--- src/hw/shared_fifo_pkg.sv ---
// Sizes and shared types for the two-FIFO shared RAM read crossbar
// Referenced by scoped name from every RTL block of the read path

package shared_fifo_pkg;

  // --------------------------------------------------
  // Logical FIFOs and RAM geometry
  // --------------------------------------------------

  localparam int NUM_FIFOS = 2;
  localparam int NUM_BANKS = 2;

  // Total entries over all banks
  localparam int DEPTH = 16;
  localparam int DATA_W = 8;

  // Global address covers the whole RAM
  localparam int ADDR_W = $clog2(DEPTH);

  // --------------------------------------------------
  // Bank helpers
  // --------------------------------------------------

  // Low address bits pick the bank
  localparam int BANK_SEL_W = $clog2(NUM_BANKS);

  // Remaining upper bits index inside a bank
  localparam int BANK_ADDR_W = ADDR_W - BANK_SEL_W;
  localparam int BANK_DEPTH = DEPTH / NUM_BANKS;

  // --------------------------------------------------
  // FIFO tags
  // --------------------------------------------------

  localparam int FIFO_ID_W = $clog2(NUM_FIFOS);

  // Tag carried with each read and kept as arbiter state
  typedef enum logic [FIFO_ID_W-1:0] {
    FIFO_A = 1'b0,
    FIFO_B = 1'b1
  } fifo_id_e;

endpackage

--- src/hw/rd_addr_steer.sv ---
// Routes each FIFO's read address request to the bank picked by its low address bit
// Purely combinational; sits between the FIFO ports and the bank read ports

`timescale 1ns/1ps

module rd_addr_steer (
  input  logic [shared_fifo_pkg::NUM_FIFOS-1:0]                       rd_addr_valid,
  output logic [shared_fifo_pkg::NUM_FIFOS-1:0]                       rd_addr_ready,
  input  logic [shared_fifo_pkg::NUM_FIFOS-1:0][shared_fifo_pkg::ADDR_W-1:0] rd_addr,

  output logic [shared_fifo_pkg::NUM_BANKS-1:0][shared_fifo_pkg::NUM_FIFOS-1:0]
               bank_req_valid,
  input  logic [shared_fifo_pkg::NUM_BANKS-1:0][shared_fifo_pkg::NUM_FIFOS-1:0]
               bank_req_ready,
  output logic [shared_fifo_pkg::NUM_FIFOS-1:0][shared_fifo_pkg::BANK_ADDR_W-1:0]
               bank_req_addr
);

  // Bank selected by each FIFO's current address
  logic [shared_fifo_pkg::NUM_FIFOS-1:0][shared_fifo_pkg::BANK_SEL_W-1:0] fifo_bank;

  // --------------------------------------------------
  // Per-FIFO decode
  // --------------------------------------------------

  for (genvar f = 0; f < shared_fifo_pkg::NUM_FIFOS; f++) begin : gen_fifo
    assign fifo_bank[f] = rd_addr[f][shared_fifo_pkg::BANK_SEL_W-1:0];

    // Bank bits are dropped and the rest indexes inside the bank
    assign bank_req_addr[f] =
        rd_addr[f][shared_fifo_pkg::ADDR_W-1:shared_fifo_pkg::BANK_SEL_W];

    // Only the selected bank can accept this FIFO
    assign rd_addr_ready[f] = bank_req_ready[fifo_bank[f]][f];

    for (genvar b = 0; b < shared_fifo_pkg::NUM_BANKS; b++) begin : gen_bank
      assign bank_req_valid[b][f] =
          rd_addr_valid[f] && (fifo_bank[f] == shared_fifo_pkg::BANK_SEL_W'(b));
    end
  end

endmodule

--- src/hw/bank_ram.sv ---
// One bank of the shared RAM with a write port and a registered read port
// Read data shows up one cycle after rd_en; contents are not initialized

`timescale 1ns/1ps

module bank_ram (
  input  logic                                   clk,

  input  logic                                   rd_en,
  input  logic [shared_fifo_pkg::BANK_ADDR_W-1:0] rd_addr,
  output logic [shared_fifo_pkg::DATA_W-1:0]      rd_data,

  input  logic                                   wr_en,
  input  logic [shared_fifo_pkg::BANK_ADDR_W-1:0] wr_addr,
  input  logic [shared_fifo_pkg::DATA_W-1:0]      wr_data
);

  logic [shared_fifo_pkg::DATA_W-1:0] mem [shared_fifo_pkg::BANK_DEPTH];

  // --------------------------------------------------
  // Storage
  // --------------------------------------------------

  // Read samples before the write lands, so a same-entry
  // read and write in one cycle returns the old value
  always_ff @(posedge clk) begin
    if (rd_en) begin
      rd_data <= mem[rd_addr];
    end
    if (wr_en) begin
      mem[wr_addr] <= wr_data;
    end
  end

endmodule

--- src/hw/bank_read_port.sv ---
// Read port for one RAM bank with round-robin arbitration between the FIFOs
// Grants in the request cycle and returns tagged data one cycle later

`timescale 1ns/1ps

module bank_read_port (
  input  logic                                   clk,
  input  logic                                   rst_n,

  // Requests steered to this bank
  input  logic [shared_fifo_pkg::NUM_FIFOS-1:0]  req_valid,
  output logic [shared_fifo_pkg::NUM_FIFOS-1:0]  req_ready,
  input  logic [shared_fifo_pkg::NUM_FIFOS-1:0][shared_fifo_pkg::BANK_ADDR_W-1:0]
               req_addr,

  // Bank write port
  input  logic                                   wr_en,
  input  logic [shared_fifo_pkg::BANK_ADDR_W-1:0] wr_addr,
  input  logic [shared_fifo_pkg::DATA_W-1:0]      wr_data,

  // Tagged return toward the data return stage
  output logic                                   ret_valid,
  output shared_fifo_pkg::fifo_id_e              ret_fifo,
  output logic [shared_fifo_pkg::DATA_W-1:0]      ret_data
);

  shared_fifo_pkg::fifo_id_e                last_grant;
  shared_fifo_pkg::fifo_id_e                grant_fifo;
  logic                                     grant_valid;
  logic                                     req_conflict;
  logic [shared_fifo_pkg::BANK_ADDR_W-1:0]  ram_rd_addr;

  // --------------------------------------------------
  // Round-robin arbiter
  // --------------------------------------------------

  assign grant_valid  = |req_valid;
  assign req_conflict = req_valid[shared_fifo_pkg::FIFO_A] &&
                        req_valid[shared_fifo_pkg::FIFO_B];

  always_comb begin
    if (req_conflict) begin
      // On a conflict the FIFO not served last time goes first
      if (last_grant == shared_fifo_pkg::FIFO_A) begin
        grant_fifo = shared_fifo_pkg::FIFO_B;
      end else begin
        grant_fifo = shared_fifo_pkg::FIFO_A;
      end
    end else if (req_valid[shared_fifo_pkg::FIFO_A]) begin
      grant_fifo = shared_fifo_pkg::FIFO_A;
    end else begin
      grant_fifo = shared_fifo_pkg::FIFO_B;
    end
  end

  // One-hot ready that stays zero when nobody asks
  always_comb begin
    req_ready = '0;
    if (grant_valid) begin
      req_ready[grant_fifo] = 1'b1;
    end
  end

  // Reset value makes FIFO_A win the first conflict
  always_ff @(posedge clk) begin
    if (!rst_n) begin
      last_grant <= shared_fifo_pkg::FIFO_B;
    end else if (grant_valid) begin
      last_grant <= grant_fifo;
    end
  end

  // --------------------------------------------------
  // RAM access
  // --------------------------------------------------

  assign ram_rd_addr = req_addr[grant_fifo];

  bank_ram u_bank_ram (
    .clk     (clk),
    .rd_en   (grant_valid),
    .rd_addr (ram_rd_addr),
    .rd_data (ret_data),
    .wr_en   (wr_en),
    .wr_addr (wr_addr),
    .wr_data (wr_data)
  );

  // --------------------------------------------------
  // Tag delay matched to the RAM read latency
  // --------------------------------------------------

  always_ff @(posedge clk) begin
    if (!rst_n) begin
      ret_valid <= 1'b0;
    end else begin
      ret_valid <= grant_valid;
    end
  end

  // Granted FIFO tag lines up with the RAM read data
  always_ff @(posedge clk) begin
    if (grant_valid) begin
      ret_fifo <= grant_fifo;
    end
  end

endmodule

--- src/hw/rd_data_return.sv ---
// Merges the tagged bank returns into one data strobe per FIFO
// Combinational; relies on at most one bank returning to a FIFO per cycle

`timescale 1ns/1ps

module rd_data_return (
  input  logic [shared_fifo_pkg::NUM_BANKS-1:0]                          bank_ret_valid,
  input  shared_fifo_pkg::fifo_id_e [shared_fifo_pkg::NUM_BANKS-1:0]     bank_ret_fifo,
  input  logic [shared_fifo_pkg::NUM_BANKS-1:0][shared_fifo_pkg::DATA_W-1:0]
               bank_ret_data,

  output logic [shared_fifo_pkg::NUM_FIFOS-1:0]                          rd_data_valid,
  output logic [shared_fifo_pkg::NUM_FIFOS-1:0][shared_fifo_pkg::DATA_W-1:0] rd_data
);

  // hit[f][b] marks bank b returning data for FIFO f
  logic [shared_fifo_pkg::NUM_FIFOS-1:0][shared_fifo_pkg::NUM_BANKS-1:0] hit;

  // --------------------------------------------------
  // Demux by tag
  // --------------------------------------------------

  for (genvar f = 0; f < shared_fifo_pkg::NUM_FIFOS; f++) begin : gen_fifo
    for (genvar b = 0; b < shared_fifo_pkg::NUM_BANKS; b++) begin : gen_bank
      assign hit[f][b] = bank_ret_valid[b] &&
                         (bank_ret_fifo[b] == shared_fifo_pkg::fifo_id_e'(f));
    end

    assign rd_data_valid[f] = |hit[f];
  end

  // --------------------------------------------------
  // One-hot data mux per FIFO
  // --------------------------------------------------

  always_comb begin
    for (int f = 0; f < shared_fifo_pkg::NUM_FIFOS; f++) begin
      rd_data[f] = '0;
      for (int b = 0; b < shared_fifo_pkg::NUM_BANKS; b++) begin
        // AND-OR over a one-hot or zero select
        rd_data[f] = rd_data[f] | ({shared_fifo_pkg::DATA_W{hit[f][b]}} & bank_ret_data[b]);
      end
    end
  end

endmodule

--- src/hw/shared_read_xbar_top.sv ---
// Top of the shared RAM read crossbar for two FIFOs over two banks
// Read handshake to rd_data_valid is one cycle; wr_* loads the RAM directly

`timescale 1ns/1ps

module shared_read_xbar_top (
  input  logic                                   clk,
  input  logic                                   rst_n,

  // Read address per FIFO
  input  logic [shared_fifo_pkg::NUM_FIFOS-1:0]  rd_addr_valid,
  output logic [shared_fifo_pkg::NUM_FIFOS-1:0]  rd_addr_ready,
  input  logic [shared_fifo_pkg::NUM_FIFOS-1:0][shared_fifo_pkg::ADDR_W-1:0] rd_addr,

  // Read data per FIFO that cannot be stalled
  output logic [shared_fifo_pkg::NUM_FIFOS-1:0]  rd_data_valid,
  output logic [shared_fifo_pkg::NUM_FIFOS-1:0][shared_fifo_pkg::DATA_W-1:0] rd_data,

  // RAM load port
  input  logic                                   wr_valid,
  input  logic [shared_fifo_pkg::ADDR_W-1:0]      wr_addr,
  input  logic [shared_fifo_pkg::DATA_W-1:0]      wr_data
);

  logic [shared_fifo_pkg::NUM_BANKS-1:0][shared_fifo_pkg::NUM_FIFOS-1:0] bank_req_valid;
  logic [shared_fifo_pkg::NUM_BANKS-1:0][shared_fifo_pkg::NUM_FIFOS-1:0] bank_req_ready;
  logic [shared_fifo_pkg::NUM_FIFOS-1:0][shared_fifo_pkg::BANK_ADDR_W-1:0] bank_req_addr;

  logic [shared_fifo_pkg::NUM_BANKS-1:0]                          bank_ret_valid;
  shared_fifo_pkg::fifo_id_e [shared_fifo_pkg::NUM_BANKS-1:0]     bank_ret_fifo;
  logic [shared_fifo_pkg::NUM_BANKS-1:0][shared_fifo_pkg::DATA_W-1:0] bank_ret_data;

  logic [shared_fifo_pkg::NUM_BANKS-1:0]   bank_wr_en;
  logic [shared_fifo_pkg::BANK_ADDR_W-1:0] bank_wr_addr;

  // --------------------------------------------------
  // Write decode
  // --------------------------------------------------

  assign bank_wr_addr = wr_addr[shared_fifo_pkg::ADDR_W-1:shared_fifo_pkg::BANK_SEL_W];

  for (genvar b = 0; b < shared_fifo_pkg::NUM_BANKS; b++) begin : gen_wr_en
    assign bank_wr_en[b] = wr_valid &&
        (wr_addr[shared_fifo_pkg::BANK_SEL_W-1:0] == shared_fifo_pkg::BANK_SEL_W'(b));
  end

  // --------------------------------------------------
  // Read path
  // --------------------------------------------------

  rd_addr_steer u_rd_addr_steer (
    .rd_addr_valid  (rd_addr_valid),
    .rd_addr_ready  (rd_addr_ready),
    .rd_addr        (rd_addr),
    .bank_req_valid (bank_req_valid),
    .bank_req_ready (bank_req_ready),
    .bank_req_addr  (bank_req_addr)
  );

  bank_read_port bank0_port (
    .clk       (clk),
    .rst_n     (rst_n),
    .req_valid (bank_req_valid[0]),
    .req_ready (bank_req_ready[0]),
    .req_addr  (bank_req_addr),
    .wr_en     (bank_wr_en[0]),
    .wr_addr   (bank_wr_addr),
    .wr_data   (wr_data),
    .ret_valid (bank_ret_valid[0]),
    .ret_fifo  (bank_ret_fifo[0]),
    .ret_data  (bank_ret_data[0])
  );

  bank_read_port bank1_port (
    .clk       (clk),
    .rst_n     (rst_n),
    .req_valid (bank_req_valid[1]),
    .req_ready (bank_req_ready[1]),
    .req_addr  (bank_req_addr),
    .wr_en     (bank_wr_en[1]),
    .wr_addr   (bank_wr_addr),
    .wr_data   (wr_data),
    .ret_valid (bank_ret_valid[1]),
    .ret_fifo  (bank_ret_fifo[1]),
    .ret_data  (bank_ret_data[1])
  );

  rd_data_return u_rd_data_return (
    .bank_ret_valid (bank_ret_valid),
    .bank_ret_fifo  (bank_ret_fifo),
    .bank_ret_data  (bank_ret_data),
    .rd_data_valid  (rd_data_valid),
    .rd_data        (rd_data)
  );

endmodule

--- config.mk ---
export PLATFORM = sky130hd
export DESIGN_NAME = shared_read_xbar_top
export DESIGN_NICKNAME = d
export VERILOG_FILES = /design/src/hw/shared_fifo_pkg.sv /design/src/hw/rd_addr_steer.sv /design/src/hw/bank_ram.sv /design/src/hw/bank_read_port.sv /design/src/hw/rd_data_return.sv /design/src/hw/shared_read_xbar_top.sv
export SDC_FILE = /design/constraint.sdc
export NUM_CORES = 1
export LEC_CHECK = 0
export ABC_AREA = 0
export BUFFER_PORTS_ARGS = -buffer_cell sky130_fd_sc_hd__buf_2
export CORE_UTILIZATION = 40
export CTS_CLUSTER_DIAMETER = 120
export DETAILED_ROUTE_END_ITERATION = 12
export GPL_TIMING_DRIVEN = 0
export PLACE_DENSITY_LB_ADDON = 0.1
export SLEW_MARGIN = 20
export SYNTH_ARGS = -nofsm -noshare
export SYNTH_HDL_FRONTEND = slang
export SYNTH_SLANG_ARGS = --single-unit
--- constraint.sdc ---
create_clock -name clk -period 1.81 [get_ports clk]
set_input_delay 0.0905 -clock clk [delete_from_list [all_inputs] [get_ports clk]]
set_output_delay 0.0905 -clock clk [all_outputs]
set_load 0.005 [all_outputs]
* Word-level counts from Yosys, hierarchy flattened
Memory sizes are Yosys's and may differ from the RTL's. A register that Yosys moved wholly into a read port is not among the register bits.
Index checks and enable logic that the tools add are counted.
W data, S select, Z words.
** Word-level totals
- Flip-flop bits (word level) :: 6
- Memory bits (writable) :: 128
- Bits of input ports :: 25
- Memories :: 2
** Operators by class
- $lt $le $gt $ge :: 6
- Mux-type cells :: 24
- Bitwise logic cells :: 11
- Reductions and logical operators :: 18
** Memory list
- bank0_port.u_bank_ram.mem :: depth 8, bits a word 8, rd ports 1, clocked after Yosys merged registers in 1, wr ports 1, line bank_ram.sv:18 : logic [shared_fifo_pkg::DATA_W-1:0] mem [shared_fifo_pkg::BANK_DEPTH];
- bank1_port.u_bank_ram.mem :: depth 8, bits a word 8, rd ports 1, clocked after Yosys merged registers in 1, wr ports 1, line bank_ram.sv:18
** Operators with widths (number)
- $and A8 B8 Y8 :: 4
- $or A8 B8 Y8 :: 2
- $logic_and A1 B1 Y1 :: 14
- $mux W1 :: 14
- $mux W3 :: 4
- $lt A1 B2 Y1 const B :: 4
- $mux W2 :: 4
- $reduce_or A2 Y1 :: 4
- $not A1 Y1 :: 5
- $demux W1 S1 :: 2
- $ge A1 B1 Y1 const B :: 2

* Logic depth before layout (Yosys ltp)
Gate-level depths: netlist (run 1).
- Depth after elaboration :: 11
- Gate-level depth with buffers :: 8
- Mapped depth without buffers :: 6

* Hierarchy
Synthesis (run 1) repeated with hierarchy kept, for this count alone.
** Unflattened totals
- Cell total of the unflattened synthesis :: 296
- Area total of the unflattened synthesis :: 6238.5 um^2
** By module, submodules not included
- bank_ram :: times used 2, cells each 114, area an instance 2771.4 um^2
- bank_read_port :: times used 2, cells each 14, area an instance 176.4 um^2
- rd_data_return :: times used 1, cells each 26, area an instance 219.0 um^2
- rd_addr_steer :: times used 1, cells each 12, area an instance 107.6 um^2
- shared_read_xbar_top :: times used 1, cells each 2, area an instance 16.3 um^2

* Least setup slack after synthesis (run 1)
Ideal clock, no wire load.
- Path kind :: reg2reg
- Start :: register bank0_port.last_grant
- End :: register bank0_port.u_bank_ram.rd_data[6] in the netlist's numbering, read port of bank0_port.u_bank_ram.mem (data pin)
- Arrival :: 1.587 ns
- Setup slack :: -0.038 ns
- Stages on the path, launching flop included :: 7
- Cell sequence :: dfxtp_1 or3b_4 nand2_8 mux2i_1 a22oi_1 a21oi_1 nor4_2
** Between the ends
- Word-level cells in the longest chain between the ends :: 4
** RTL lines
- start, declared :: line bank_read_port.sv:27 : shared_fifo_pkg::fifo_id_e last_grant;
- start signal, assigned :: line bank_read_port.sv:67 : last_grant <= shared_fifo_pkg::FIFO_B;
- start signal, assigned :: line bank_read_port.sv:69 : last_grant <= grant_fifo;
- $mux W1 :: line bank_read_port.sv:44 : if (last_grant == shared_fifo_pkg::FIFO_A) begin
- $mux W1 :: line bank_read_port.sv:42 : if (req_conflict) begin
- net bank0_port.grant_fifo :: line bank_read_port.sv:28 : shared_fifo_pkg::fifo_id_e grant_fifo;
- $mux W3 (implied by the code) (2 in series) :: line bank_read_port.sv:77 : assign ram_rd_addr = req_addr[grant_fifo];
- end, declared :: line bank_ram.sv:11 : output logic [shared_fifo_pkg::DATA_W-1:0] rd_data,
The timed path passes the listed nets, and every way through them passes these cells. The select of a mux whose other input is x is not followed.
A chain may end at the register's enable or synchronous reset.

* Final worst setup path (run 1)
- Start :: register bank0_port.last_grant
- End :: register bank0_port.u_bank_ram.rd_data[3] in the netlist's numbering, read port of bank0_port.u_bank_ram.mem (data pin)
** Between the ends
- Word-level cells in the longest chain between the ends :: 4
** RTL lines (line)
- $mux W1 :: bank_read_port.sv:44
- $mux W1 :: bank_read_port.sv:42
- $mux W3 (implied by the code) (2 in series) :: bank_read_port.sv:77
Every way passes these cells. The select of a mux whose other input is x is not followed.

==> metrics.csv, run 1 <==
stage,metric,value,unit
status,run_status,"finished, violations left",
status,violations,setup timing,
min_path,whs_path_depth,1,
worst_setup_path,crit_fanout,6,
detailed_routing,wl,16.5,mm
logic_synthesis,ys_seq_area_frac,0.698,
detailed_routing,first_pass_iters,5,
sta,finalSetupViolCount,17,
power_and_ir_drop,leakage,3.08,nW
place,port_buffers,42,
sta,worst_pin_slew,0.992,ns
clock_tree,clock_latency,0.42,ns
detailed_routing,vias_per_cell,5.45,
clock_tree,cts_buffers,17,
worst_setup_path,r2r_start,bank0_port.last_grant$_SDFFE_PN1N_,
logic_synthesis,syn_avg_cell_area,14.3,um^2
sta,period_needed,1.96,ns
die,die_area,16500,um^2
logic_synthesis,synth_area_leaders,"edfxtp_1 69%, a21oi_1 2.8%, mux2i_1 2.7%, nand2_1 2.6%, o21ai_0 2.4%",
global_route,grt_pass1_wl,24.9,mm
logic_synthesis,syn_area,6400,um^2
logic_synthesis,synth_cell_types,52,
final_layout,drive_gt1_frac,0.390,
sta,period_share,1.08,
min_path,min_path_type,input port to flip-flop,
sta,fin_ws,-0.149,ns
clock_tree,clk_pin_slew,0.06,ns
sta,tns,-1.42,ns
global_route,antenna_found_initial,0,
logic_synthesis,yosysTopAreaCell,edfxtp_1,
run,drv_cap,0,
die,rows,45,
final_layout,area.growth.synth_to_final,32.5,%
worst_setup_path,critPathMaxStageDelay,0.42,ns
sta,relSlewSlack,0.334,
clock_tree,cts.sinks,150,
min_path,holdPathEnd,bank1_port.u_bank_ram.mem[6][6]$_DFFE_PP_,
worst_setup_path,cpMaxStageDelayCell,or3b_4,
logic_synthesis,ys_ff_latch,150,
worst_setup_path,cp_top_family,simple AND/OR/NAND/NOR gates,
clock_tree,cts_tree,built,
sta,rsz0062_at_grt,yes,
worst_setup_path,path_depth,9,
sta,slew_viol_final,0,
final_layout,diodes,0,
worst_setup_path,startpoint_type,flip-flop,
final_layout,fin_cells,775,
place,gp_congestion,0.778,
die,coreArea,15400,um^2
place,post_dp_cell_area,6910,um^2
worst_setup_path,crit_path_cell_trace,or3b_4 -> nand4b_4 -> buf_12 -> nand2_8 -> buf_8 -> buf_6 -> nand2_1 -> a32o_2 -> nor3_4,
place,dp_cells,702,
die,initial_core_util,0.415,
clock_tree,h-tree-depth,4,
logic_synthesis,synthesis.nets,473,
worst_setup_path,critPathKind,flip-flop to flip-flop,
logic_synthesis,yosys_warnings,0,
worst_setup_path,crit_buf_inv,3,
detailed_routing,wl_per_cell,21.3,um
clock_tree,cts_buffer_depth,2,
global_route,grt_pass1_vias,4166,
worst_setup_path,rr_endpoint,bank0_port.u_bank_ram.rd_data[3]$_DFFE_PN_,
logic_synthesis,syn_inst,448,
worst_setup_path,reg2reg_depth,9,
detailed_routing,ant_nets,0,
global_route,track_usage,0.214,
final_layout,design_area,8470,um^2
place,dp_hpwl,10.4,mm
die,ios,45,
sta,max_freq,510,MHz
worst_setup_path,arrival,2.13,ns
worst_setup_path,crit_path_end_kind,flip-flop,
detailed_routing,routed-via-count,4226,
worst_setup_path,regToRegSetupSlack,-0.15,ns
min_path,hp-start,wr_data[6],
clock_tree,root_buffer,clkbuf_16,
power_and_ir_drop,power.density,1050,nW/um^2
logic_synthesis,yosys.area.top_type_share,0.685,
final_layout,layout.nets,578,
detailed_routing,route.detailed.drc,0,
sta,fin_skew,0.00684,ns
worst_setup_path,critPathRequiredTime,1.98,ns
global_route,grt_max_degree,17,
die,die_h,128,um
die,die_w,128,um
power_and_ir_drop,max-vdd-ir-drop,0.652,mV
detailed_routing,drt-initial-drc-count,406,
sta,finalHoldViolations,0,
global_route,grt_overflow_total,0,
[worst max path at each step]
stage                                       start                                    endpoint  slack (ns)
3_5_place_dp   bank1_port.last_grant$_SDFFE_PN1N_  bank1_port.u_bank_ram.rd_data[6]$_DFFE_PN_       -0.59
5_1_grt        bank0_port.last_grant$_SDFFE_PN1N_  bank0_port.u_bank_ram.rd_data[7]$_DFFE_PN_       -0.20
6_report       bank0_port.last_grant$_SDFFE_PN1N_  bank0_port.u_bank_ram.rd_data[3]$_DFFE_PN_       -0.15
4_1_cts        bank0_port.last_grant$_SDFFE_PN1N_  bank0_port.u_bank_ram.rd_data[6]$_DFFE_PN_       -0.16
3_3_place_gp   bank1_port.last_grant$_SDFFE_PN1N_  bank1_port.u_bank_ram.rd_data[6]$_DFFE_PN_       -0.56
2_1_floorplan  bank0_port.last_grant$_SDFFE_PN1N_  bank0_port.u_bank_ram.rd_data[6]$_DFFE_PN_        0.04
[sequential cells by signal, summed over array words and instances (netlist names)]
register	cells
bank0_port.last_grant	1
bank1_port.ret_fifo	1
bank1_port.ret_valid	1
bank0_port.u_bank_ram.mem	64
bank0_port.ret_fifo	1
bank0_port.ret_valid	1
bank1_port.u_bank_ram.rd_data	8
bank1_port.last_grant	1
bank0_port.u_bank_ram.rd_data	8
bank1_port.u_bank_ram.mem	64
[synth_stat cells (all sizes together)]
master  count
nand3b      3
nor2       14
nand3       3
nand4b      1
nand4       2
nor2b       2
mux2i      18
a32o       14
a21oi      36
nor3       18
a31oi       2
nor4        2
buf        12
and2        9
clkbuf      4
o21ai      37
and2b       1
dfxtp       4
nand2      49
inv         3
and3b       2
edfxtp    146
or2         2
or2b        2
a22oi      16
or3         2
a21o       16
nand2b      5
nor3b       2
o22ai       2
a22o       17
or3b        2
[worst register-to-register path, delay by kind of cell (launching register included)]
kind | cells | cell delay, ns
flip-flops | 1 | 0.34
AND/OR/NAND/NOR | 5 | 0.74
buffers and inverters | 3 | 0.41
AO/OA/AOI/OAI | 1 | 0.21
[layout make-up]
cell class	count	area, um^2
buffer	15	156
clock buffer	18	429
clock inverter	12	233
fill	1261	6950
inverter	3	11.3
multi-input combinational	280	2260
sequential	150	4470
tap	211	264
timing repair buffer	86	657
[report_power, final]
| part | switching [mW] | internal (mW) |
|---|---|---|
| combinational | 0.514 | 0.417 |
| sequential | 0.0534 | 3.94 |
| clock | 1.31 | 2.69 |
| total | 1.87 | 7.05 |
[repair_timing]
action                     in CTS  in global routing
hold buffers                    1                  0
gates resized for setup        97                 45
hold endpoints to repair        4                  0
setup endpoints to repair      16                 18
cloned                          1                  0
buffers inserted               31                 12
pin swaps                      40                 21
[cell families (layout without fill, tap and decap cells)]
family / Yosys count / count (layout) / share of synthesized area
multiplexers: 18 / 19 / 0.0288
AO/OA/AOI/OAI: 140 / 140 / 0.145
buffers and inverters: 19 / 134 / 0.0192
flip-flops: 150 / 150 / 0.698
AND/OR/NAND/NOR: 121 / 121 / 0.109
[routing by layer]
metal,vias to the layer above,part of all wire,track usage
met2,127,0.47,0.334
met5,-,0,0
li1,1981,-,-
met3,24,0.048,0.0520
met1,2094,0.47,0.291
met4,0,0.017,0.0747
[through the flow]
step	setup slack (ns)	utilization	total power, mW	hold WS, ns
after global routing	-0.205	0.549	9.18	0.0705
after global placement	-0.563	0.446	4.70	0.320
after floorplan	0.0444	-	4.43	0.152
after detailed placement	-0.591	0.448	4.72	0.317
final	-0.149	0.549	8.92	0.0670
after CTS	-0.159	0.534	8.89	0.0538
[cells in the final DEF, fill, tap and decap left out, types with 3 or more instances in the layout]
| cell | count |
|---|---|
| a21o_1 | 15 |
| a21oi_1 | 29 |
| a21oi_2 | 7 |
| a22o_1 | 16 |
| a22oi_1 | 15 |
| a32o_2 | 14 |
| and2_1 | 6 |
| and2_4 | 3 |
| buf_12 | 6 |
| buf_2 | 41 |
| buf_4 | 28 |
| buf_6 | 14 |
| buf_8 | 6 |
| bufinv_16 | 7 |
| clkbuf_1 | 3 |
| clkbuf_16 | 17 |
| clkinv_2 | 3 |
| edfxtp_1 | 146 |
| inv_1 | 3 |
| mux2i_1 | 10 |
| mux2i_2 | 4 |
| mux2i_4 | 5 |
| nand2_1 | 35 |
| nand2_2 | 9 |
| nand2_8 | 4 |
| nand2b_1 | 5 |
| nand3b_1 | 3 |
| nor2_1 | 14 |
| nor3_2 | 16 |
| o21ai_0 | 9 |
| o21ai_1 | 18 |
| o21ai_2 | 4 |
| o21ai_4 | 6 |
(Power assumes the default switching activity.)
==> inputs of run 2 (changes only) <==
- GPL_TIMING_DRIVEN: 0 -> default
==> run 2 against run 1 <==
  * The flow still finishes with violations (setup timing)
  * Via count is 0.33% lower
  * Clock skew is 0.0011 ns higher
  * Maximum frequency is 0.63% higher
==> metrics.csv, run 2 (same netlist as run 1, synthesis figures left out) <==
stage,metric,value,unit,change
die,rows,45,,unchanged
detailed_routing,first_pass_iters,5,,unchanged
worst_setup_path,cp_top_family,buffers and inverters,,was simple AND/OR/NAND/NOR gates
clock_tree,cts_buffer_depth,2,,unchanged
sta,period_needed,1.95,ns,was 1.96 ns
final_layout,top_regs,"bank0_port.u_bank_ram.mem (64), bank1_port.u_bank_ram.mem (64)",,unchanged
die,ios,45,,unchanged
clock_tree,root_buffer,clkbuf_16,,unchanged
worst_setup_path,critPathKind,flip-flop to output pin,,was flip-flop to flip-flop
sta,finalHoldViolations,0,,unchanged
status,run_status,"finished, violations left",,unchanged
power_and_ir_drop,comb_power_share,0.094,,was 0.104
final_layout,area.growth.synth_to_final,26.0,%,was 32.5%
global_route,grt_overflow_total,0,,unchanged
power_and_ir_drop,leakage,2.99,nW,was 3.08 nW
sta,finalSetupViolCount,15,,was 17
worst_setup_path,critPathMaxStageDelay,0.33,ns,was 0.42 ns
clock_tree,cts.sinks,150,,unchanged
place,gp_congestion,0.812,,was 0.778
sta,worst_pin_slew,0.583,ns,was 0.992 ns
clock_tree,cts_buffers,17,,unchanged
final_layout,layout.nets,579,,was 578
final_layout,mostFrequentLayoutCells,"146 x edfxtp_1, 49 x buf_4, 44 x nand2_1, 44 x buf_2, 30 x a21oi_1",,"was 146 x edfxtp_1, 41 x buf_2, 35 x nand2_1"
clock_tree,clock_latency,0.42,ns,about the same
min_path,holdPathEnd,bank1_port.u_bank_ram.mem[3][6]$_DFFE_PP_,,was bank1_port.u_bank_ram.mem[6][6]$_DFFE_PP_
global_route,grt_max_degree,19,,was 17
global_route,grt_pass1_vias,4217,,was 4166
global_route,track_usage,0.216,,was 0.214
global_route,grt_util_met1,0.325,,was 0.291
worst_setup_path,r2r_start,bank1_port.last_grant$_SDFFE_PN1N_,,was bank0_port.last_grant$_SDFFE_PN1N_
power_and_ir_drop,p_switching,1.90,mW,was 1.87 mW
min_path,hp-start,wr_data[6],,unchanged
power_and_ir_drop,clock_power_share,0.428,,was 0.448
sta,max_freq,514,MHz,was 510 MHz
worst_setup_path,regToRegSetupSlack,-0.11,ns,was -0.15 ns
power_and_ir_drop,max-vdd-ir-drop,0.679,mV,was 0.652 mV
detailed_routing,wl,16.5,mm,about the same
power_and_ir_drop,swShare,0.228,,was 0.210
final_layout,fin_util,0.522,,was 0.549
worst_setup_path,crit_top_cell,buf_4,,
sta,fin_skew,0.00794,ns,was 0.00684 ns
worst_setup_path,reg2reg_depth,8,,was 9
global_route,antenna_found_initial,0,,unchanged
detailed_routing,ant_nets,0,,unchanged
die,die_h,128,um,unchanged
final_layout,layout_commonest_cell,edfxtp_1,,unchanged
clock_tree,cts_tree,built,,unchanged
power_and_ir_drop,p_seq_frac,0.478,,was 0.448
worst_setup_path,arrival,1.86,ns,was 2.13 ns
status,violations,setup timing,,unchanged
power_and_ir_drop,internal-power,6.45,mW,was 7.05 mW
detailed_routing,wl_per_cell,21.2,um,was 21.3 um
worst_setup_path,crit_fanout,4,,was 6
die,coreArea,15400,um^2,unchanged
global_route,gr-max-usage-layer,met1,,was met2
worst_setup_path,rr_endpoint,bank1_port.u_bank_ram.rd_data[6]$_DFFE_PN_,,was bank0_port.u_bank_ram.rd_data[3]$_DFFE_PN_
clock_tree,clk_pin_slew,0.06,ns,about the same
final_layout,diodes,0,,unchanged
min_path,min_path_type,input port to flip-flop,,unchanged
worst_setup_path,crit_buf_inv,4,,was 3
place,port_buffers,44,,was 42
final_layout,drive_gt1_frac,0.351,,was 0.390
worst_setup_path,crit_path_cell_trace,nand3b_1 -> buf_4 -> nand3_4 -> buf_4 -> buf_4 -> a22o_2 -> buf_2,,was or3b_4 -> nand4b_4 -> buf_12 -> nand2_8 -> buf_8 -> buf_6 -> nand2_1 -> a32o_2 -> nor3_4
power_and_ir_drop,power.density,1040,nW/um^2,was 1050 nW/um^2
die,initial_core_util,0.415,,unchanged
sta,rsz0062_at_grt,yes,,unchanged
sta,relSlewSlack,0.611,,was 0.334
global_route,grt_use_met3,0.0491,,was 0.0520
detailed_routing,routed-via-count,4212,,was 4226
worst_setup_path,crit_path_end_kind,output pin,,was flip-flop
die,die_w,128,um,unchanged
worst_setup_path,critPathRequiredTime,1.72,ns,was 1.98 ns
run,drv_cap,0,,unchanged
die,die_area,16500,um^2,unchanged
sta,fin_ws,-0.137,ns,was -0.149 ns
sta,period_share,1.08,,about the same
power_and_ir_drop,power,8.35,mW,was 8.92 mW
worst_setup_path,cpMaxStageDelayCell,dfxtp_2,,was or3b_4
detailed_routing,drt-initial-drc-count,360,,was 406
detailed_routing,route.detailed.drc,0,,unchanged
worst_setup_path,startpoint_type,flip-flop,,unchanged
sta,slew_viol_final,0,,unchanged
clock_tree,h-tree-depth,4,,unchanged
detailed_routing,vias_per_cell,5.41,,was 5.45
min_path,whs_path_depth,1,,unchanged
global_route,grt_pass1_wl,25.4,mm,was 24.9 mm
global_route,grtUsageMet2,0.306,,was 0.334
place,dp_hpwl,11.3,mm,was 10.4 mm
==> run 2: cell count changes in the layout (fill, tap and decap cells not counted), sizes merged <==
cell	change
buf	+5
bufinv	-4
clkbuf	-4
clkinv	+3
clkinvlp	+1
inv	+3
mux2i	-1
==> run 2: timing repair <==
item	CTS	global route
buffers inserted	3	1
hold buffers	1	0
gates resized for setup	26	33
hold endpoints to repair	4	0
pin swaps	5	13
endpoints found under the setup margin	18	26
==> run 2: worst max path at each step <==
stage,slack [ns],depth (start not counted),to,start
after floorplan,0.04,6,bank0_port.u_bank_ram.rd_data[6]$_DFFE_PN_,bank0_port.last_grant$_SDFFE_PN1N_
after global placement,-0.30,10,bank1_port.u_bank_ram.rd_data[6]$_DFFE_PN_,rd_addr[4]
after detailed placement,-0.30,10,bank1_port.u_bank_ram.rd_data[6]$_DFFE_PN_,rd_addr[4]
after CTS,-0.08,7,bank0_port.u_bank_ram.rd_data[0]$_DFFE_PN_,bank0_port.last_grant$_SDFFE_PN1N_
after global routing,-0.20,8,bank1_port.u_bank_ram.rd_data[6]$_DFFE_PN_,bank1_port.last_grant$_SDFFE_PN1N_
final,-0.14,7,rd_addr_ready[1],bank1_port.last_grant$_SDFFE_PN1N_
==> run 2: per-layer routing <==
metal | part of all wire | vias up | wire [um]
li1 | - | 1973 | -
met5 | 0 | - | 0
met2 | 0.43 | 154 | 7060
met3 | 0.059 | 14 | 979
met4 | 0.011 | 0 | 176
met1 | 0.50 | 2071 | 8240
==> run 2: cell type report <==
class	count	area [um^2]
Clock inverter	15	178
Fill cell	1338	7370
Timing Repair Buffer	103	738
Multi-Input combinational cell	279	1980
Tap cell	211	264
Clock buffer	17	425
Inverter	3	11.3
Sequential cell	150	4470
==> run 2: metrics by stage <==
stage                     std cells  hold WS (ns)  worst slack [ns]  instance area [um^2]  TNS, ns
after floorplan                 448         0.152            0.0444                  6410        0
after global placement          741         0.311            -0.304                  7240    -1.01
after detailed placement        741         0.308            -0.300                  7240    -1.43
after CTS                       777        0.0568           -0.0787                  7970   -0.570
after global routing            778        0.0668            -0.200                  8060    -1.87
final                           778        0.0690            -0.137                  8060   -0.852
==> run 2: power by group through the flow <==
| stage | Clock [mW] | Sequential (mW) | Combinational, mW |
|---|---|---|---|
| 4_1_cts | 3.61 | 4.00 | 0.754 |
| 3_3_place_gp | 0 | 4.07 | 0.705 |
| 6_report | 3.57 | 4.00 | 0.783 |
| 2_1_floorplan | 0 | 4.04 | 0.391 |
| 3_5_place_dp | 0 | 4.07 | 0.714 |
| 5_1_grt | 3.75 | 4.00 | 0.851 |
==> inputs of run 3 (changes only) <==
- CORE_MARGIN: default -> 2
- CORE_UTILIZATION: 40 -> 54
==> run 3 against run 2 <==
  * The run still ends with setup timing left
  * Sequential share of layout area is 0.38 points higher
  * Maximum frequency is 1.3% higher
  * Global-route usage rose by 3.7 points
  * First-iteration DRC count down 0.28%
  * Worst hold slack worse by 0.0074 ns
  * Power fell by 2.2%
  * Worst setup slack improved by 0.025 ns
  * Critical endpoint is now bank1_port.u_bank_ram.rd_data[2]$_DFFE_PN_
==> metrics.csv, run 3 (same netlist as run 1, synthesis figures left out) <==
stage,metric,value,unit,change
place,dp_slack,-0.213,ns,was -0.300 ns
worst_setup_path,critPathRequiredTime,1.98,ns,was 1.72 ns
sta,finalHoldViolations,0,,unchanged
power_and_ir_drop,p_seq_frac,0.489,,was 0.478
min_path,min_path_type,input port to flip-flop,,unchanged
clock_tree,cts_buffer_depth,2,,unchanged
global_route,grt_pass1_wl,23.6,mm,was 25.4 mm
worst_setup_path,path_depth,8,,was 7
power_and_ir_drop,swShare,0.215,,was 0.228
sta,tns,-0.875,ns,was -0.852 ns
final_layout,diodes,0,,unchanged
die,initial_core_util,0.558,,was 0.415
global_route,track_usage,0.253,,was 0.216
worst_setup_path,crit_path_cell_trace,nand3b_1 -> buf_4 -> nand4_1 -> and2_4 -> buf_6 -> a21o_1 -> a21oi_2 -> nor3_4,,was nand3b_1 -> buf_4 -> nand3_4 -> buf_4 -> buf_4 -> a22o_2 -> buf_2
worst_setup_path,arrival,2.09,ns,was 1.86 ns
global_route,grt_overflow_total,0,,unchanged
final_layout,fillers,754,,was 1338
worst_setup_path,crit_path_end_kind,flip-flop,,was output pin
sta,fin_skew,0.00769,ns,was 0.00794 ns
power_and_ir_drop,internal-power,6.41,mW,was 6.45 mW
worst_setup_path,startpoint_type,flip-flop,,unchanged
detailed_routing,first_pass_iters,5,,unchanged
sta,rsz0062_at_grt,yes,,unchanged
sta,slew_viol_final,0,,unchanged
clock_tree,cts.sinks,150,,unchanged
final_layout,mostFrequentLayoutCells,"146 x edfxtp_1, 51 x buf_4, 44 x buf_2",,"was 146 x edfxtp_1, 49 x buf_4, 44 x nand2_1, 44 x buf_2, 30 x a21oi_1"
power_and_ir_drop,power,8.17,mW,was 8.35 mW
die,die_h,113,um,was 128 um
worst_setup_path,cp-startpoint,bank1_port.last_grant$_SDFFE_PN1N_,,unchanged
die,ios,45,,unchanged
final_layout,area.growth.synth_to_final,25.2,%,was 26.0%
sta,worst_pin_slew,0.583,ns,about the same
worst_setup_path,critPathKind,flip-flop to flip-flop,,was flip-flop to output pin
final_layout,layout.nets,581,,was 579
sta,fin_ws,-0.112,ns,was -0.137 ns
global_route,grt_pass1_vias,4044,,was 4217
global_route,grt_max_degree,19,,unchanged
worst_setup_path,critPathMaxStageDelay,0.33,ns,about the same
detailed_routing,wl_per_cell,21.7,um,was 21.2 um
power_and_ir_drop,comb_power_share,0.097,,was 0.094
power_and_ir_drop,power.density,1020,nW/um^2,was 1040 nW/um^2
sta,relSlewSlack,0.611,,about the same
final_layout,multi_input_area,2060,um^2,was 1980 um^2
worst_setup_path,regToRegSetupSlack,-0.11,ns,about the same
power_and_ir_drop,p_switching,1.76,mW,was 1.90 mW
clock_tree,cts_buffers,17,,unchanged
place,port_buffers,44,,unchanged
final_layout,fin_util,0.698,,was 0.522
status,run_status,"finished, violations left",,unchanged
worst_setup_path,crit_end,bank1_port.u_bank_ram.rd_data[2]$_DFFE_PN_,,was rd_addr_ready[1]
place,dp_hpwl,10.2,mm,was 11.3 mm
clock_tree,clk_pin_slew,0.06,ns,about the same
worst_setup_path,cpMaxStageDelayCell,dfxtp_2,,unchanged
die,die_w,113,um,was 128 um
die,die_area,12700,um^2,was 16500 um^2
min_path,hp-start,wr_data[6],,unchanged
worst_setup_path,r2r_start,bank1_port.last_grant$_SDFFE_PN1N_,,unchanged
die,rows,39,,was 45
detailed_routing,wl,15.5,mm,was 16.5 mm
final_layout,top_regs,"bank0_port.u_bank_ram.mem (64), bank1_port.u_bank_ram.mem (64)",,unchanged
worst_setup_path,cp_top_family,simple AND/OR/NAND/NOR gates,,was buffers and inverters
run,drv_cap,0,,unchanged
clock_tree,clock_latency,0.43,ns,was 0.42 ns
final_layout,layout_commonest_cell,edfxtp_1,,unchanged
worst_setup_path,reg2reg_depth,8,,unchanged
detailed_routing,drt-initial-drc-count,359,,was 360
final_layout,seqCellArea,4470,um^2,unchanged
worst_setup_path,crit_buf_inv,2,,was 4
detailed_routing,vias_per_cell,6.03,,was 5.41
clock_tree,h-tree-depth,4,,unchanged
clock_tree,cts_tree,built,,unchanged
detailed_routing,routed-via-count,4294,,was 4212
worst_setup_path,crit_fanout,7,,was 4
detailed_routing,ant_nets,0,,unchanged
global_route,antenna_found_initial,0,,unchanged
die,coreArea,11500,um^2,was 15400 um^2
sta,period_share,1.06,,was 1.08
worst_setup_path,rr_endpoint,bank1_port.u_bank_ram.rd_data[2]$_DFFE_PN_,,was bank1_port.u_bank_ram.rd_data[6]$_DFFE_PN_
clock_tree,root_buffer,clkbuf_16,,unchanged
final_layout,drive_gt1_frac,0.360,,was 0.351
sta,period_needed,1.92,ns,was 1.95 ns
sta,finalSetupViolCount,16,,was 15
detailed_routing,route.detailed.drc,0,,unchanged
power_and_ir_drop,max-vdd-ir-drop,0.664,mV,was 0.679 mV
power_and_ir_drop,clock_power_share,0.413,,was 0.428
sta,max_freq,520,MHz,was 514 MHz
place,gp_congestion,0.845,,was 0.812
status,violations,setup timing,,unchanged
power_and_ir_drop,leakage,2.95,nW,was 2.99 nW
-- run 3: power by group through the flow --
stage | registers, mW | logic, mW | clock network (mW)
2_1_floorplan | 4.04 | 0.391 | 0
3_3_place_gp | 4.06 | 0.664 | 0
3_5_place_dp | 4.06 | 0.680 | 0
4_1_cts | 4.00 | 0.746 | 3.40
5_1_grt | 4.00 | 0.858 | 3.52
6_report | 4.00 | 0.796 | 3.38
-- run 3: metal layers --
layer / routed length, um / vias up / share of wire / global-route usage
met5: 0 / - / 0 / 0
met3: 1270 / 16 / 0.082 / 0.0584
li1: - / 1979 / - / -
met2: 6750 / 201 / 0.44 / 0.352
met4: 265 / 0 / 0.017 / 0.103
met1: 7180 / 2098 / 0.46 / 0.386
-- run 3: worst min-delay path by stage --
stage | endpoint | slack [ns] | cells past startpoint
4_1_cts | bank0_port.u_bank_ram.mem[6][6]$_DFFE_PP_ | 0.05 | 1
3_3_place_gp | bank1_port.last_grant$_SDFFE_PN1N_ | 0.31 | 2
2_1_floorplan | bank0_port.last_grant$_SDFFE_PN1N_ | 0.15 | 1
5_1_grt | bank0_port.u_bank_ram.mem[7][6]$_DFFE_PP_ | 0.07 | 1
3_5_place_dp | bank1_port.last_grant$_SDFFE_PN1N_ | 0.31 | 2
6_report | bank0_port.u_bank_ram.mem[6][6]$_DFFE_PP_ | 0.06 | 1
-- run 3: cell type report --
type                       instances  area share
clock buffer                      27      0.0616
tap                              143      0.0224
timing repair buffer             105      0.0903
sequential                       150       0.558
clock inverter                     5     0.00922
multi-input combinational        279       0.257
inverter                           3     0.00141
-- run 3: stage by stage --
stage	area [um^2]	hold WS, ns	cells
after global placement	7080	0.310	669
after CTS	7880	0.0468	711
after global routing	8010	0.0740	712
after detailed placement	7080	0.313	669
after floorplan	6410	0.152	448
final	8010	0.0616	712
-- run 3: timing repair --
item,CTS,global route
setup buffers,10,2
pin swaps,12,13
endpoints found under the setup margin,14,18
endpoints found under the hold margin,4,0
gates resized for setup,41,33
hold buffers,1,0
-- run 3: worst register-to-register path: stages, from the launching register on --
cell and delay (ns):
dfxtp_2 0.33, nand3b_1 0.23, buf_4 0.17, nand4_1 0.17, and2_4 0.21, buf_6 0.13
a21o_1 0.16, a21oi_2 0.19, nor3_4 0.07
